--- src/design/ctrl_pkg.sv ---
// Shared types for the pipeline controller
// Enums, cause codes, stage status summaries and the control word

package ctrl_pkg;

  ////////////////////////////////////////////////////////////
  // FSM encodings
  ////////////////////////////////////////////////////////////

  // Main controller states
  typedef enum logic [2:0] {
    RESET       = 3'd0,
    BOOT_SET    = 3'd1,
    FUNCTIONAL  = 3'd2,
    SLEEP       = 3'd3,
    DEBUG_TAKEN = 3'd4
  } ctrl_state_e;

  // Debug status, one-hot
  typedef enum logic [2:0] {
    HAVERESET = 3'b001,
    RUNNING   = 3'b010,
    HALTED    = 3'b100
  } debug_state_e;

  localparam int unsigned HAVERESET_IDX = 0;
  localparam int unsigned RUNNING_IDX   = 1;
  localparam int unsigned HALTED_IDX    = 2;

  // PC source select
  typedef enum logic [2:0] {
    PC_BOOT      = 3'd0,
    PC_JUMP      = 3'd1,
    PC_BRANCH    = 3'd2,
    PC_EXCEPTION = 3'd3,
    PC_DRET      = 3'd4
  } pc_mux_e;

  // Trap target select, used with PC_EXCEPTION
  typedef enum logic [1:0] {
    EXC_PC_EXCEPTION = 2'd0,
    EXC_PC_IRQ       = 2'd1,
    EXC_PC_DBD       = 2'd2,
    EXC_PC_DBE       = 2'd3
  } exc_pc_mux_e;

  // Oldest stage holding a valid instruction
  typedef enum logic [1:0] {
    SAVE_IF = 2'd0,
    SAVE_ID = 2'd1,
    SAVE_EX = 2'd2,
    SAVE_WB = 2'd3
  } save_sel_e;

  ////////////////////////////////////////////////////////////
  // Cause codes (mcause layout)
  ////////////////////////////////////////////////////////////

  localparam logic [4:0] EXC_CAUSE_INSTR_BUS_FAULT = 5'd1;
  localparam logic [4:0] EXC_CAUSE_ILLEGAL_INSN    = 5'd2;
  localparam logic [4:0] EXC_CAUSE_BREAKPOINT      = 5'd3;
  localparam logic [4:0] EXC_CAUSE_ECALL_MMODE     = 5'd11;

  typedef struct packed {
    logic       irq_flag;
    logic [4:0] code;
  } csr_cause_t;

  ////////////////////////////////////////////////////////////
  // Stage status summaries
  ////////////////////////////////////////////////////////////

  typedef struct packed {
    logic instr_valid;
    logic jump_insn;
    // Jump target operand not ready yet
    logic jr_stall;
  } id_status_t;

  typedef struct packed {
    logic instr_valid;
    // Branch with a taken decision
    logic branch_in_ex;
  } ex_status_t;

  typedef struct packed {
    logic instr_valid;
    logic bus_err;
    logic illegal_insn;
    logic ecall_insn;
    logic ebrk_insn;
    logic wfi_insn;
    logic dret_insn;
    logic lsu_en;
  } wb_status_t;

  // Decoded pipeline events
  typedef struct packed {
    logic       exception_wb;
    logic [4:0] exc_cause;
    logic       wfi_wb;
    logic       dret_wb;
    logic       branch_taken_ex;
    logic       jump_taken_id;
    save_sel_e  oldest;
  } pipe_events_t;

  // Debug and interrupt request summary
  typedef struct packed {
    logic       pending_debug;
    logic       debug_allowed;
    logic       pending_irq;
    logic       irq_allowed;
    logic [4:0] irq_id;
  } halt_req_t;

  // Control word back to the stages
  typedef struct packed {
    logic        ctrl_busy;
    logic        instr_req;
    logic        pc_set;
    pc_mux_e     pc_mux;
    exc_pc_mux_e exc_pc_mux;
    logic        halt_if;
    logic        halt_id;
    logic        halt_ex;
    logic        halt_wb;
    logic        kill_if;
    logic        kill_id;
    logic        kill_ex;
    logic        kill_wb;
    logic        irq_ack;
    logic [4:0]  irq_id;
    logic        csr_save_if;
    logic        csr_save_id;
    logic        csr_save_ex;
    logic        csr_save_wb;
    logic        csr_save_cause;
    csr_cause_t  csr_cause;
    logic        csr_restore_dret;
    logic        debug_csr_save;
    logic        debug_mode;
    logic        debug_havereset;
    logic        debug_running;
    logic        debug_halted;
  } ctrl_fsm_t;

endpackage

--- src/design/pipe_event_decode.sv ---
// Pipeline event decoder
// Qualifies stage flags and finds the oldest valid stage

`timescale 1ns/10ps

module pipe_event_decode import ctrl_pkg::*; (
  input  id_status_t   id_status_i,
  input  ex_status_t   ex_status_i,
  input  wb_status_t   wb_status_i,
  output pipe_events_t events_o
);

  logic wb_fault;

  // Any trap source on a valid WB instruction
  assign wb_fault = wb_status_i.bus_err || wb_status_i.illegal_insn ||
                    wb_status_i.ecall_insn || wb_status_i.ebrk_insn;

  always_comb begin
    events_o = '0;

    ////////////////////////////////////////////////////////////
    // WB events
    ////////////////////////////////////////////////////////////
    events_o.exception_wb = wb_fault && wb_status_i.instr_valid;

    // Fixed priority, fetch fault first, ebreak last
    if (wb_status_i.bus_err) begin
      events_o.exc_cause = EXC_CAUSE_INSTR_BUS_FAULT;
    end else if (wb_status_i.illegal_insn) begin
      events_o.exc_cause = EXC_CAUSE_ILLEGAL_INSN;
    end else if (wb_status_i.ecall_insn) begin
      events_o.exc_cause = EXC_CAUSE_ECALL_MMODE;
    end else begin
      events_o.exc_cause = EXC_CAUSE_BREAKPOINT;
    end

    events_o.wfi_wb  = wb_status_i.wfi_insn && wb_status_i.instr_valid;
    events_o.dret_wb = wb_status_i.dret_insn && wb_status_i.instr_valid;

    // Taken branch resolved in EX
    events_o.branch_taken_ex = ex_status_i.branch_in_ex && ex_status_i.instr_valid;

    // Jump in ID, only once the target register is available
    events_o.jump_taken_id = id_status_i.jump_insn && id_status_i.instr_valid &&
                             !id_status_i.jr_stall;

    // Oldest valid stage; IF always holds a valid next PC
    if (wb_status_i.instr_valid) begin
      events_o.oldest = SAVE_WB;
    end else if (ex_status_i.instr_valid) begin
      events_o.oldest = SAVE_EX;
    end else if (id_status_i.instr_valid) begin
      events_o.oldest = SAVE_ID;
    end else begin
      events_o.oldest = SAVE_IF;
    end
  end

  // No branch redirect from a bubble in EX
  always_comb begin
    assert final (!events_o.branch_taken_ex || ex_status_i.instr_valid)
      else $error("branch taken without a valid EX instruction");
  end

endmodule

--- src/design/halt_req_arbiter.sv ---
// Halt request arbiter
// Sticky debug request and pending/allowed flags for debug and interrupts

`timescale 1ns/10ps

module halt_req_arbiter import ctrl_pkg::*; (
  input  logic       clk,
  input  logic       rst_n,
  input  logic       debug_req_i,
  input  logic       irq_req_i,
  input  logic [4:0] irq_id_i,
  input  wb_status_t wb_status_i,
  input  logic       debug_mode_i,
  output halt_req_t  halt_req_o
);

  // Remembers a debug request pulse until debug mode is reached
  logic debug_req_q;
  logic lsu_in_wb;

  ////////////////////////////////////////////////////////////
  // Sticky debug request
  ////////////////////////////////////////////////////////////

  always_ff @(posedge clk, negedge rst_n) begin
    if (!rst_n) begin
      debug_req_q <= 1'b0;
    end else begin
      if (debug_req_i) begin
        debug_req_q <= 1'b1;
      end else if (debug_mode_i) begin
        // Request served
        debug_req_q <= 1'b0;
      end
    end
  end

  // LSU instruction in WB must finish, so it cannot be killed
  assign lsu_in_wb = wb_status_i.lsu_en && wb_status_i.instr_valid;

  always_comb begin
    halt_req_o = '0;

    // Live pulse counts in the same cycle
    halt_req_o.pending_debug = (debug_req_i || debug_req_q) && !debug_mode_i;
    halt_req_o.debug_allowed = !lsu_in_wb;

    // Interrupts are masked in debug mode
    halt_req_o.pending_irq = irq_req_i && !debug_mode_i;
    halt_req_o.irq_allowed = !lsu_in_wb;
    halt_req_o.irq_id      = irq_id_i;
  end

  // Sticky request must drop once debug mode is entered
  a_sticky_clear : assert property (
    @(posedge clk) disable iff (!rst_n)
    $rose(debug_mode_i) && !debug_req_i |=> !debug_req_q
  ) else $error("sticky debug request held after debug mode entry");

endmodule

--- src/design/ctrl_sequencer.sv ---
// Pipeline control sequencer
// Main controller FSM, debug-mode flop and debug status FSM

`timescale 1ns/10ps

module ctrl_sequencer import ctrl_pkg::*; (
  input  logic         clk,
  input  logic         rst_n,
  input  logic         fetch_enable_i,
  input  logic         irq_wu_i,
  input  pipe_events_t events_i,
  input  halt_req_t    halt_req_i,
  output ctrl_fsm_t    ctrl_fsm_o
);

  ctrl_state_e  ctrl_fsm_cs;
  ctrl_state_e  ctrl_fsm_ns;
  debug_state_e debug_fsm_cs;
  debug_state_e debug_fsm_ns;
  logic         debug_mode_q;
  logic         debug_mode_n;
  logic         take_debug;
  logic         take_irq;
  logic         req_blocked;
  logic         wake_from_sleep;
  ctrl_fsm_t    ctrl;

  // Flush the whole pipeline
  function automatic ctrl_fsm_t kill_all(ctrl_fsm_t c);
    ctrl_fsm_t r;
    r         = c;
    r.kill_if = 1'b1;
    r.kill_id = 1'b1;
    r.kill_ex = 1'b1;
    r.kill_wb = 1'b1;
    return r;
  endfunction

  // Save the PC of the oldest valid stage
  function automatic ctrl_fsm_t save_oldest(ctrl_fsm_t c, save_sel_e sel);
    ctrl_fsm_t r;
    r = c;
    case (sel)
      SAVE_WB: r.csr_save_wb = 1'b1;
      SAVE_EX: r.csr_save_ex = 1'b1;
      SAVE_ID: r.csr_save_id = 1'b1;
      default: r.csr_save_if = 1'b1;
    endcase
    return r;
  endfunction

  assign take_debug = halt_req_i.pending_debug && halt_req_i.debug_allowed;
  assign take_irq   = halt_req_i.pending_irq && halt_req_i.irq_allowed;

  // Request waiting for an LSU instruction to leave WB
  assign req_blocked = (halt_req_i.pending_debug && !halt_req_i.debug_allowed) ||
                       (halt_req_i.pending_irq && !halt_req_i.irq_allowed);

  assign wake_from_sleep = irq_wu_i || halt_req_i.pending_debug || debug_mode_q;

  ////////////////////////////////////////////////////////////
  // Main FSM, next state and control word
  ////////////////////////////////////////////////////////////

  always_comb begin
    ctrl_fsm_ns     = ctrl_fsm_cs;
    debug_mode_n    = debug_mode_q;
    ctrl            = '0;
    ctrl.ctrl_busy  = 1'b1;
    ctrl.instr_req  = 1'b1;
    ctrl.pc_mux     = PC_BOOT;
    ctrl.exc_pc_mux = EXC_PC_IRQ;

    case (ctrl_fsm_cs)
      RESET: begin
        ctrl.instr_req = 1'b0;
        if (fetch_enable_i) begin
          ctrl_fsm_ns = BOOT_SET;
        end
      end
      // Boot redirect one cycle after fetch enable
      BOOT_SET: begin
        ctrl.pc_set = 1'b1;
        ctrl.pc_mux = PC_BOOT;
        ctrl_fsm_ns = FUNCTIONAL;
      end
      FUNCTIONAL: begin
        if (take_debug) begin
          // Freeze everything, redirect next cycle
          ctrl.halt_if = 1'b1;
          ctrl.halt_id = 1'b1;
          ctrl.halt_ex = 1'b1;
          ctrl.halt_wb = 1'b1;
          ctrl_fsm_ns  = DEBUG_TAKEN;
        end else if (take_irq) begin
          ctrl                = kill_all(ctrl);
          ctrl.pc_set         = 1'b1;
          ctrl.pc_mux         = PC_EXCEPTION;
          ctrl.exc_pc_mux     = EXC_PC_IRQ;
          ctrl.irq_ack        = 1'b1;
          ctrl.irq_id         = halt_req_i.irq_id;
          ctrl.csr_save_cause = 1'b1;
          ctrl.csr_cause      = '{irq_flag: 1'b1, code: halt_req_i.irq_id};
          ctrl                = save_oldest(ctrl, events_i.oldest);
        end else begin
          // Stop issue so the blocked request can be taken at a bubble
          ctrl.halt_id = req_blocked;

          if (events_i.exception_wb) begin
            ctrl            = kill_all(ctrl);
            ctrl.pc_set     = 1'b1;
            ctrl.pc_mux     = PC_EXCEPTION;
            ctrl.exc_pc_mux = debug_mode_q ? EXC_PC_DBE : EXC_PC_EXCEPTION;
            ctrl.csr_save_wb = 1'b1;
            // Trap CSRs stay untouched in debug mode
            ctrl.csr_save_cause = !debug_mode_q;
            ctrl.csr_cause      = '{irq_flag: 1'b0, code: events_i.exc_cause};
          end else if (events_i.wfi_wb) begin
            // EX and WB drain before sleeping
            if (!debug_mode_q) begin
              ctrl.halt_if   = 1'b1;
              ctrl.halt_id   = 1'b1;
              ctrl.instr_req = 1'b0;
              ctrl_fsm_ns    = SLEEP;
            end
          end else if (events_i.dret_wb) begin
            ctrl.kill_if          = 1'b1;
            ctrl.kill_id          = 1'b1;
            ctrl.kill_ex          = 1'b1;
            ctrl.pc_set           = 1'b1;
            ctrl.pc_mux           = PC_DRET;
            ctrl.csr_restore_dret = 1'b1;
            debug_mode_n          = 1'b0;
          end else if (events_i.branch_taken_ex) begin
            ctrl.kill_if = 1'b1;
            ctrl.kill_id = 1'b1;
            ctrl.pc_set  = 1'b1;
            ctrl.pc_mux  = PC_BRANCH;
          end else if (events_i.jump_taken_id) begin
            ctrl.kill_if = 1'b1;
            ctrl.pc_set  = 1'b1;
            ctrl.pc_mux  = PC_JUMP;
          end
        end
      end
      SLEEP: begin
        ctrl.ctrl_busy = 1'b0;
        ctrl.instr_req = 1'b0;
        // Holding WB halts the stages behind it
        ctrl.halt_wb   = 1'b1;
        if (wake_from_sleep) begin
          ctrl.ctrl_busy = 1'b1;
          ctrl_fsm_ns    = FUNCTIONAL;
        end
      end
      DEBUG_TAKEN: begin
        ctrl                = kill_all(ctrl);
        ctrl.pc_set         = 1'b1;
        ctrl.pc_mux         = PC_EXCEPTION;
        ctrl.exc_pc_mux     = EXC_PC_DBD;
        ctrl.csr_save_cause = 1'b1;
        ctrl.debug_csr_save = 1'b1;
        ctrl                = save_oldest(ctrl, events_i.oldest);
        debug_mode_n        = 1'b1;
        ctrl_fsm_ns         = FUNCTIONAL;
      end
      default: begin
        ctrl.instr_req = 1'b0;
        ctrl_fsm_ns    = RESET;
      end
    endcase

    ctrl.debug_mode      = debug_mode_q;
    ctrl.debug_havereset = debug_fsm_cs[HAVERESET_IDX];
    ctrl.debug_running   = debug_fsm_cs[RUNNING_IDX];
    ctrl.debug_halted    = debug_fsm_cs[HALTED_IDX];
  end

  assign ctrl_fsm_o = ctrl;

  always_ff @(posedge clk, negedge rst_n) begin
    if (!rst_n) begin
      ctrl_fsm_cs  <= RESET;
      debug_mode_q <= 1'b0;
      debug_fsm_cs <= HAVERESET;
    end else begin
      ctrl_fsm_cs  <= ctrl_fsm_ns;
      debug_mode_q <= debug_mode_n;
      debug_fsm_cs <= debug_fsm_ns;
    end
  end

  ////////////////////////////////////////////////////////////
  // Debug status FSM
  ////////////////////////////////////////////////////////////

  // Tracks debug_mode_n so the status moves with debug mode itself
  always_comb begin
    debug_fsm_ns = debug_fsm_cs;
    case (debug_fsm_cs)
      HAVERESET: begin
        if (debug_mode_n) begin
          debug_fsm_ns = HALTED;
        end else if (ctrl_fsm_ns == BOOT_SET) begin
          debug_fsm_ns = RUNNING;
        end
      end
      RUNNING: begin
        if (debug_mode_n) begin
          debug_fsm_ns = HALTED;
        end
      end
      HALTED: begin
        if (!debug_mode_n) begin
          debug_fsm_ns = RUNNING;
        end
      end
      default: debug_fsm_ns = HAVERESET;
    endcase
  end

  a_irq_ack_redirect : assert property (
    @(posedge clk) disable iff (!rst_n)
    ctrl.irq_ack |-> ctrl.pc_set
  ) else $error("irq_ack without a PC redirect");

  a_single_save : assert property (
    @(posedge clk) disable iff (!rst_n)
    $onehot0({ctrl.csr_save_if, ctrl.csr_save_id, ctrl.csr_save_ex, ctrl.csr_save_wb})
  ) else $error("more than one csr_save stage selected");

  a_legal_state : assert property (
    @(posedge clk) disable iff (!rst_n)
    ctrl_fsm_cs inside {RESET, BOOT_SET, FUNCTIONAL, SLEEP, DEBUG_TAKEN}
  ) else $error("controller FSM in an illegal state");

endmodule

--- src/design/pipe_ctrl_top.sv ---
// Pipeline controller top level
// Event decoder and halt arbiter feed the control sequencer

`timescale 1ns/10ps

module pipe_ctrl_top import ctrl_pkg::*; (
  input  logic       clk,
  input  logic       rst_n,
  input  logic       fetch_enable_i,
  input  id_status_t id_status_i,
  input  ex_status_t ex_status_i,
  input  wb_status_t wb_status_i,
  input  logic       irq_req_i,
  input  logic [4:0] irq_id_i,
  input  logic       irq_wu_i,
  input  logic       debug_req_i,
  output ctrl_fsm_t  ctrl_fsm_o
);

  pipe_events_t events;
  halt_req_t    halt_req;

  pipe_event_decode u_event_decode (
    .id_status_i (id_status_i),
    .ex_status_i (ex_status_i),
    .wb_status_i (wb_status_i),
    .events_o    (events)
  );

  // Registered debug mode closes the loop back to the arbiter
  halt_req_arbiter u_halt_arbiter (
    .clk          (clk),
    .rst_n        (rst_n),
    .debug_req_i  (debug_req_i),
    .irq_req_i    (irq_req_i),
    .irq_id_i     (irq_id_i),
    .wb_status_i  (wb_status_i),
    .debug_mode_i (ctrl_fsm_o.debug_mode),
    .halt_req_o   (halt_req)
  );

  ctrl_sequencer u_sequencer (
    .clk            (clk),
    .rst_n          (rst_n),
    .fetch_enable_i (fetch_enable_i),
    .irq_wu_i       (irq_wu_i),
    .events_i       (events),
    .halt_req_i     (halt_req),
    .ctrl_fsm_o     (ctrl_fsm_o)
  );

endmodule

--- config.mk ---
export PLATFORM = sky130hd
export DESIGN_NAME = pipe_ctrl_top
export DESIGN_NICKNAME = d
export VERILOG_FILES = /design/src/design/ctrl_pkg.sv /design/src/design/pipe_event_decode.sv /design/src/design/halt_req_arbiter.sv /design/src/design/ctrl_sequencer.sv /design/src/design/pipe_ctrl_top.sv
export SDC_FILE = /design/constraint.sdc
export NUM_CORES = 1
export LEC_CHECK = 0
export BUFFER_PORTS_ARGS = -buffer_cell sky130_fd_sc_hd__buf_4
export CORE_MARGIN = 2
export CORE_UTILIZATION = 43
export CTS_CLUSTER_SIZE = 10
export DETAILED_ROUTE_END_ITERATION = 6
export PLACE_DENSITY_LB_ADDON = 0.25
export SLEW_MARGIN = 30
export SYNTH_ARGS = -nofsm -noshare
export SYNTH_HDL_FRONTEND = slang
export SYNTH_HIERARCHICAL = 1
export SYNTH_SLANG_ARGS = --single-unit
--- constraint.sdc ---
create_clock -name clk -period 2.2 [get_ports clk]
set_clock_uncertainty 0.1 [all_clocks]
set_input_delay 0 -clock clk [delete_from_list [all_inputs] [get_ports clk]]
set_output_delay 0 -clock clk [all_outputs]
set_load 0.005 [all_outputs]
==> impl_metrics.prom <==
# TYPE chip_impl_metric gauge
chip_impl_info{name="status",value="finished, final reports clean"} 1
chip_impl_metric{name="effective_utilization_at_floorplan",unit=""} 0.459
chip_impl_metric{name="timing.critical_path.fanout_max",unit=""} 13
chip_impl_metric{name="die_area",unit="µm²"} 2760
chip_impl_metric{name="detail_route.drc_violations",unit=""} 0
chip_impl_metric{name="synth_mux_area_frac",unit=""} 0
chip_impl_metric{name="netlist_area",unit="µm²"} 1010
chip_impl_metric{name="die_height",unit="µm"} 52.6
chip_impl_metric{name="power.density_cell_area",unit="nW/µm²"} 1050
chip_impl_metric{name="synth.yosys.seq_area_share",unit=""} 0.199
chip_impl_metric{name="synth-simple-area-share",unit=""} 0.364
chip_impl_metric{name="post-cts-setup-buffer-count",unit=""} 0
chip_impl_info{name="cts_tree",value="done"} 1
chip_impl_metric{name="io_buffers",unit=""} 62
chip_impl_metric{name="final_layout_size_suffix_gt1_frac",unit=""} 0.385
chip_impl_info{name="largest_cells_by_area_after_synthesis",value="sky130_fd_sc_hd__dfrtp_1 (17%), sky130_fd_sc_hd__buf_4 (8.1%), sky130_fd_sc_hd__nand2_1 (5.9%), sky130_fd_sc_hd__a21oi_1 (5.4%), sky130_fd_sc_hd__o21ai_0 (4.9%)"} 1
chip_impl_metric{name="max_freq",unit="MHz"} 498
chip_impl_metric{name="core",unit="µm²"} 2210
chip_impl_metric{name="cp_data_arrival_time",unit="ns"} 1.91
chip_impl_metric{name="yosys.area.top_type_share",unit=""} 0.173
chip_impl_info{name="rsz0062_at_grt",value="false"} 1
chip_impl_metric{name="setup_violations",unit=""} 0
chip_impl_metric{name="detail_route.vias_per_cell",unit=""} 5.33
chip_impl_metric{name="boundaryPins",unit=""} 63
chip_impl_metric{name="place_hpwl",unit="mm"} 2.35
chip_impl_metric{name="routed-via-count",unit=""} 1189
chip_impl_metric{name="clock_network_latency_to_the_later_pin_of_the_worst_skew_pair",unit="ns"} 0.25
chip_impl_metric{name="drt_pass1_iterations",unit=""} 4
chip_impl_metric{name="synth_async_sr_flop_share",unit=""} 1.00
chip_impl_metric{name="area_delta_synth_final",unit="%"} 43.4
chip_impl_metric{name="core.rowCount",unit=""} 17
chip_impl_metric{name="grt_max_degree",unit=""} 14
chip_impl_metric{name="max-cap-violations",unit=""} 0
chip_impl_metric{name="fin_crit_sh",unit=""} 0.912
chip_impl_metric{name="number_of_antenna_violations_at_the_first_check_in_global_routing",unit=""} 0
chip_impl_metric{name="max_slew.worst_pin.slew",unit="ns"} 0.560
chip_impl_metric{name="grt.overflow.total",unit=""} 0
chip_impl_info{name="synth_flop_cell",value="sky130_fd_sc_hd__dfrtp_1"} 1
chip_impl_metric{name="clk_pin_slew_worst_paths",unit="ns"} 0.05
chip_impl_metric{name="final.fill_count",unit=""} 205
chip_impl_metric{name="totalNegativeSetupSlack",unit="ns"} 0
chip_impl_metric{name="vdd_drop_max",unit="µV"} 614
chip_impl_info{name="cts_root_buf",value="sky130_fd_sc_hd__clkbuf_4"} 1
chip_impl_metric{name="routed_wirelength",unit="mm"} 2.97
chip_impl_metric{name="postSynthRegisterBits",unit=""} 8
chip_impl_metric{name="cts_sinks",unit=""} 8
chip_impl_info{name="holdCritPathClass",value="input port to flop"} 1
chip_impl_metric{name="synthesis.yosys.warnings",unit=""} 6
chip_impl_metric{name="gp_congestion",unit=""} 0.860
chip_impl_metric{name="report.power.total",unit="W"} 0.00153
chip_impl_info{name="setup.worst_path.start_class",value="flop"} 1
chip_impl_metric{name="nNetsFinal",unit=""} 220
chip_impl_metric{name="insertedDiodeCount",unit=""} 0
chip_impl_info{name="synth.most_common_cell",value="sky130_fd_sc_hd__nand2_1"} 1
chip_impl_metric{name="edff_count_synth",unit=""} 0
chip_impl_metric{name="yosys.cell_types.count",unit=""} 44
chip_impl_metric{name="track_usage",unit=""} 0.229
chip_impl_info{name="synth_top_family_by_area",value="simple AND/OR/NAND/NOR gates"} 1
chip_impl_metric{name="p_leak",unit="nW"} 0.707
chip_impl_metric{name="initial_drt_markers",unit=""} 37
chip_impl_info{name="worstSetupPathType",value="flop to output pin"} 1
chip_impl_info{name="yosysTopAreaCell",value="sky130_fd_sc_hd__dfrtp_1"} 1
chip_impl_metric{name="cts_max_path_buffers",unit=""} 2
chip_impl_metric{name="cts-htree-levels",unit=""} 1
chip_impl_metric{name="fin_crit",unit="ns"} 2.01
chip_impl_metric{name="cts-buffers-inserted",unit=""} 3
chip_impl_metric{name="route.detailed.wl_per_inst",unit="µm"} 13.3
chip_impl_metric{name="synth.avg_cell_area",unit="µm²"} 7.10
chip_impl_metric{name="hold_viol",unit=""} 0
chip_impl_metric{name="finalMaxSlewViolations",unit=""} 0
chip_impl_metric{name="die_width",unit="µm"} 52.6
chip_impl_metric{name="grt_first_pass_wirelength",unit="mm"} 4.86
chip_impl_metric{name="via_count_of_the_first_global_routing_pass",unit=""} 1125
chip_impl_metric{name="synth_compound_gate_area_share",unit=""} 0.263
chip_impl_metric{name="data_required_time_at_the_worst_endpoint",unit="ns"} 2.10
chip_impl_metric{name="slew_headroom",unit=""} 0.621
chip_impl_info{name="end_kind",value="output pin"} 1
chip_impl_metric{name="ant_nets",unit=""} 0
chip_impl_metric{name="synthesis.instances",unit=""} 143
chip_impl_metric{name="synth-adder-area-share",unit=""} 0
chip_impl_info{name="synth_top_cells_by_count",value="sky130_fd_sc_hd__nand2_1 (16), sky130_fd_sc_hd__a21oi_1 (11), sky130_fd_sc_hd__buf_4 (11), sky130_fd_sc_hd__o21ai_0 (10), sky130_fd_sc_hd__nor2_1 (9)"} 1
chip_impl_metric{name="synth_xor_xnor_area_share",unit=""} 0.00863
chip_impl_metric{name="ff2ff_setup_slack",unit="ns"} 0.41
-- sequential cells by signal, summed over array words and instances (netlist names) --
name                        count
u_sequencer/debug_fsm_cs        3
u_halt_arbiter/debug_req_q      1
u_sequencer/ctrl_fsm_cs         3
u_sequencer/debug_mode_q        1
-- worst max-delay path, stage by stage, from the launching register on --
cell,delay (ns)
sky130_fd_sc_hd__dfrtp_1,0.53
sky130_fd_sc_hd__or3b_1,0.59
sky130_fd_sc_hd__clkinv_4,0.13
sky130_fd_sc_hd__a31oi_4,0.05
sky130_fd_sc_hd__nor3b_1,0.21
sky130_fd_sc_hd__buf_4,0.14
-- cells by family (layout without fill, tap and decap cells) --
| kind of cell | Yosys count | count (layout) |
|---|---|---|
| and+or+nand+nor | 67 | 67 |
| buffers and inverters | 27 | 78 |
| AOI/OAI and AO/OA | 39 | 39 |
| xor gates and xnor gates | 1 | 1 |
| DFF | 8 | 8 |
| other | 1 | 2 |
-- routing by layer --
layer | track usage | share of wire | vias to the layer above
met2 | 0.402 | 0.52 | 45
met3 | 0.0457 | 0.067 | 0
met5 | 0 | 0 | -
li1 | - | - | 595
met4 | 0.0128 | 0 | 0
met1 | 0.300 | 0.41 | 549
-- layout make-up --
class                           instances  area [µm²]  share of cell area
Clock buffer                            4        26.3              0.0181
Inverter                                9        38.8              0.0267
Multi-Input combinational cell        109         658               0.452
Sequential cell                         8         201               0.138
Tap cell                               28        35.0              0.0241
Timing Repair Buffer                   65         495               0.340
-- worst paths after layout --
check | startpoint | endpoint | cells past startpoint
min in group asynchronous | rst_n | u_sequencer/debug_fsm_cs[0] | 2
max in group asynchronous | rst_n | u_sequencer/debug_fsm_cs[2] | 3
max | u_sequencer/ctrl_fsm_cs[0] | ctrl_fsm_o[15] | 5
min | irq_wu_i | u_sequencer/ctrl_fsm_cs[0] | 4
max reg2reg | u_sequencer/debug_mode_q | u_sequencer/debug_fsm_cs[0] | 4
min reg2reg | u_halt_arbiter/debug_req_q | u_halt_arbiter/debug_req_q | 1
-- repair_timing --
action,CTS,global route
hold endpoints to repair,9,0
gates resized for setup,1,2
cloned,0,0
hold buffers,3,0
setup endpoints to repair,1,7
-- through the flow --
stage	hold WS (ns)	util	worst slack [ns]	std cells	area [µm²]
2_1_floorplan	-0.396	-	0.594	144	1020
3_3_place_gp	-0.279	0.630	0.365	216	1390
3_5_place_dp	-0.279	0.630	0.290	216	1390
4_1_cts	0.0146	0.656	0.123	223	1450
5_1_grt	0.0204	0.658	0.0293	223	1460
6_report	0.0149	0.658	0.193	223	1460
-- cells in the final DEF, fill, tap and decap left out, types with 2 or more instances in the layout --
cell type and n:
sky130_fd_sc_hd__nand3_1 6, sky130_fd_sc_hd__dfrtp_1 7, sky130_fd_sc_hd__o41a_1 2, sky130_fd_sc_hd__nor3b_1 5
sky130_fd_sc_hd__nor2_1 8, sky130_fd_sc_hd__and3_1 5, sky130_fd_sc_hd__a21oi_1 11, sky130_fd_sc_hd__clkbuf_4 3
sky130_fd_sc_hd__and2_1 4, sky130_fd_sc_hd__nor2b_1 2, sky130_fd_sc_hd__o21a_1 2, sky130_fd_sc_hd__nand2b_1 2
sky130_fd_sc_hd__a21o_1 3, sky130_fd_sc_hd__nand4_1 2, sky130_fd_sc_hd__conb_1 2, sky130_fd_sc_hd__dlygate4sd3_1 3
sky130_fd_sc_hd__o21ai_0 10, sky130_fd_sc_hd__nand2_1 15, sky130_fd_sc_hd__buf_4 62, sky130_fd_sc_hd__or2_2 2
sky130_fd_sc_hd__nor3_1 6, sky130_fd_sc_hd__inv_1 8
-- power breakdown --
part / internal [W] / switching, W
sequential: 0.000215 / 0.000109
combinational: 0.000548 / 0.000536
clock: 0.0000694 / 0.0000503
No activity file was read; power rests on OpenSTA's default activity.
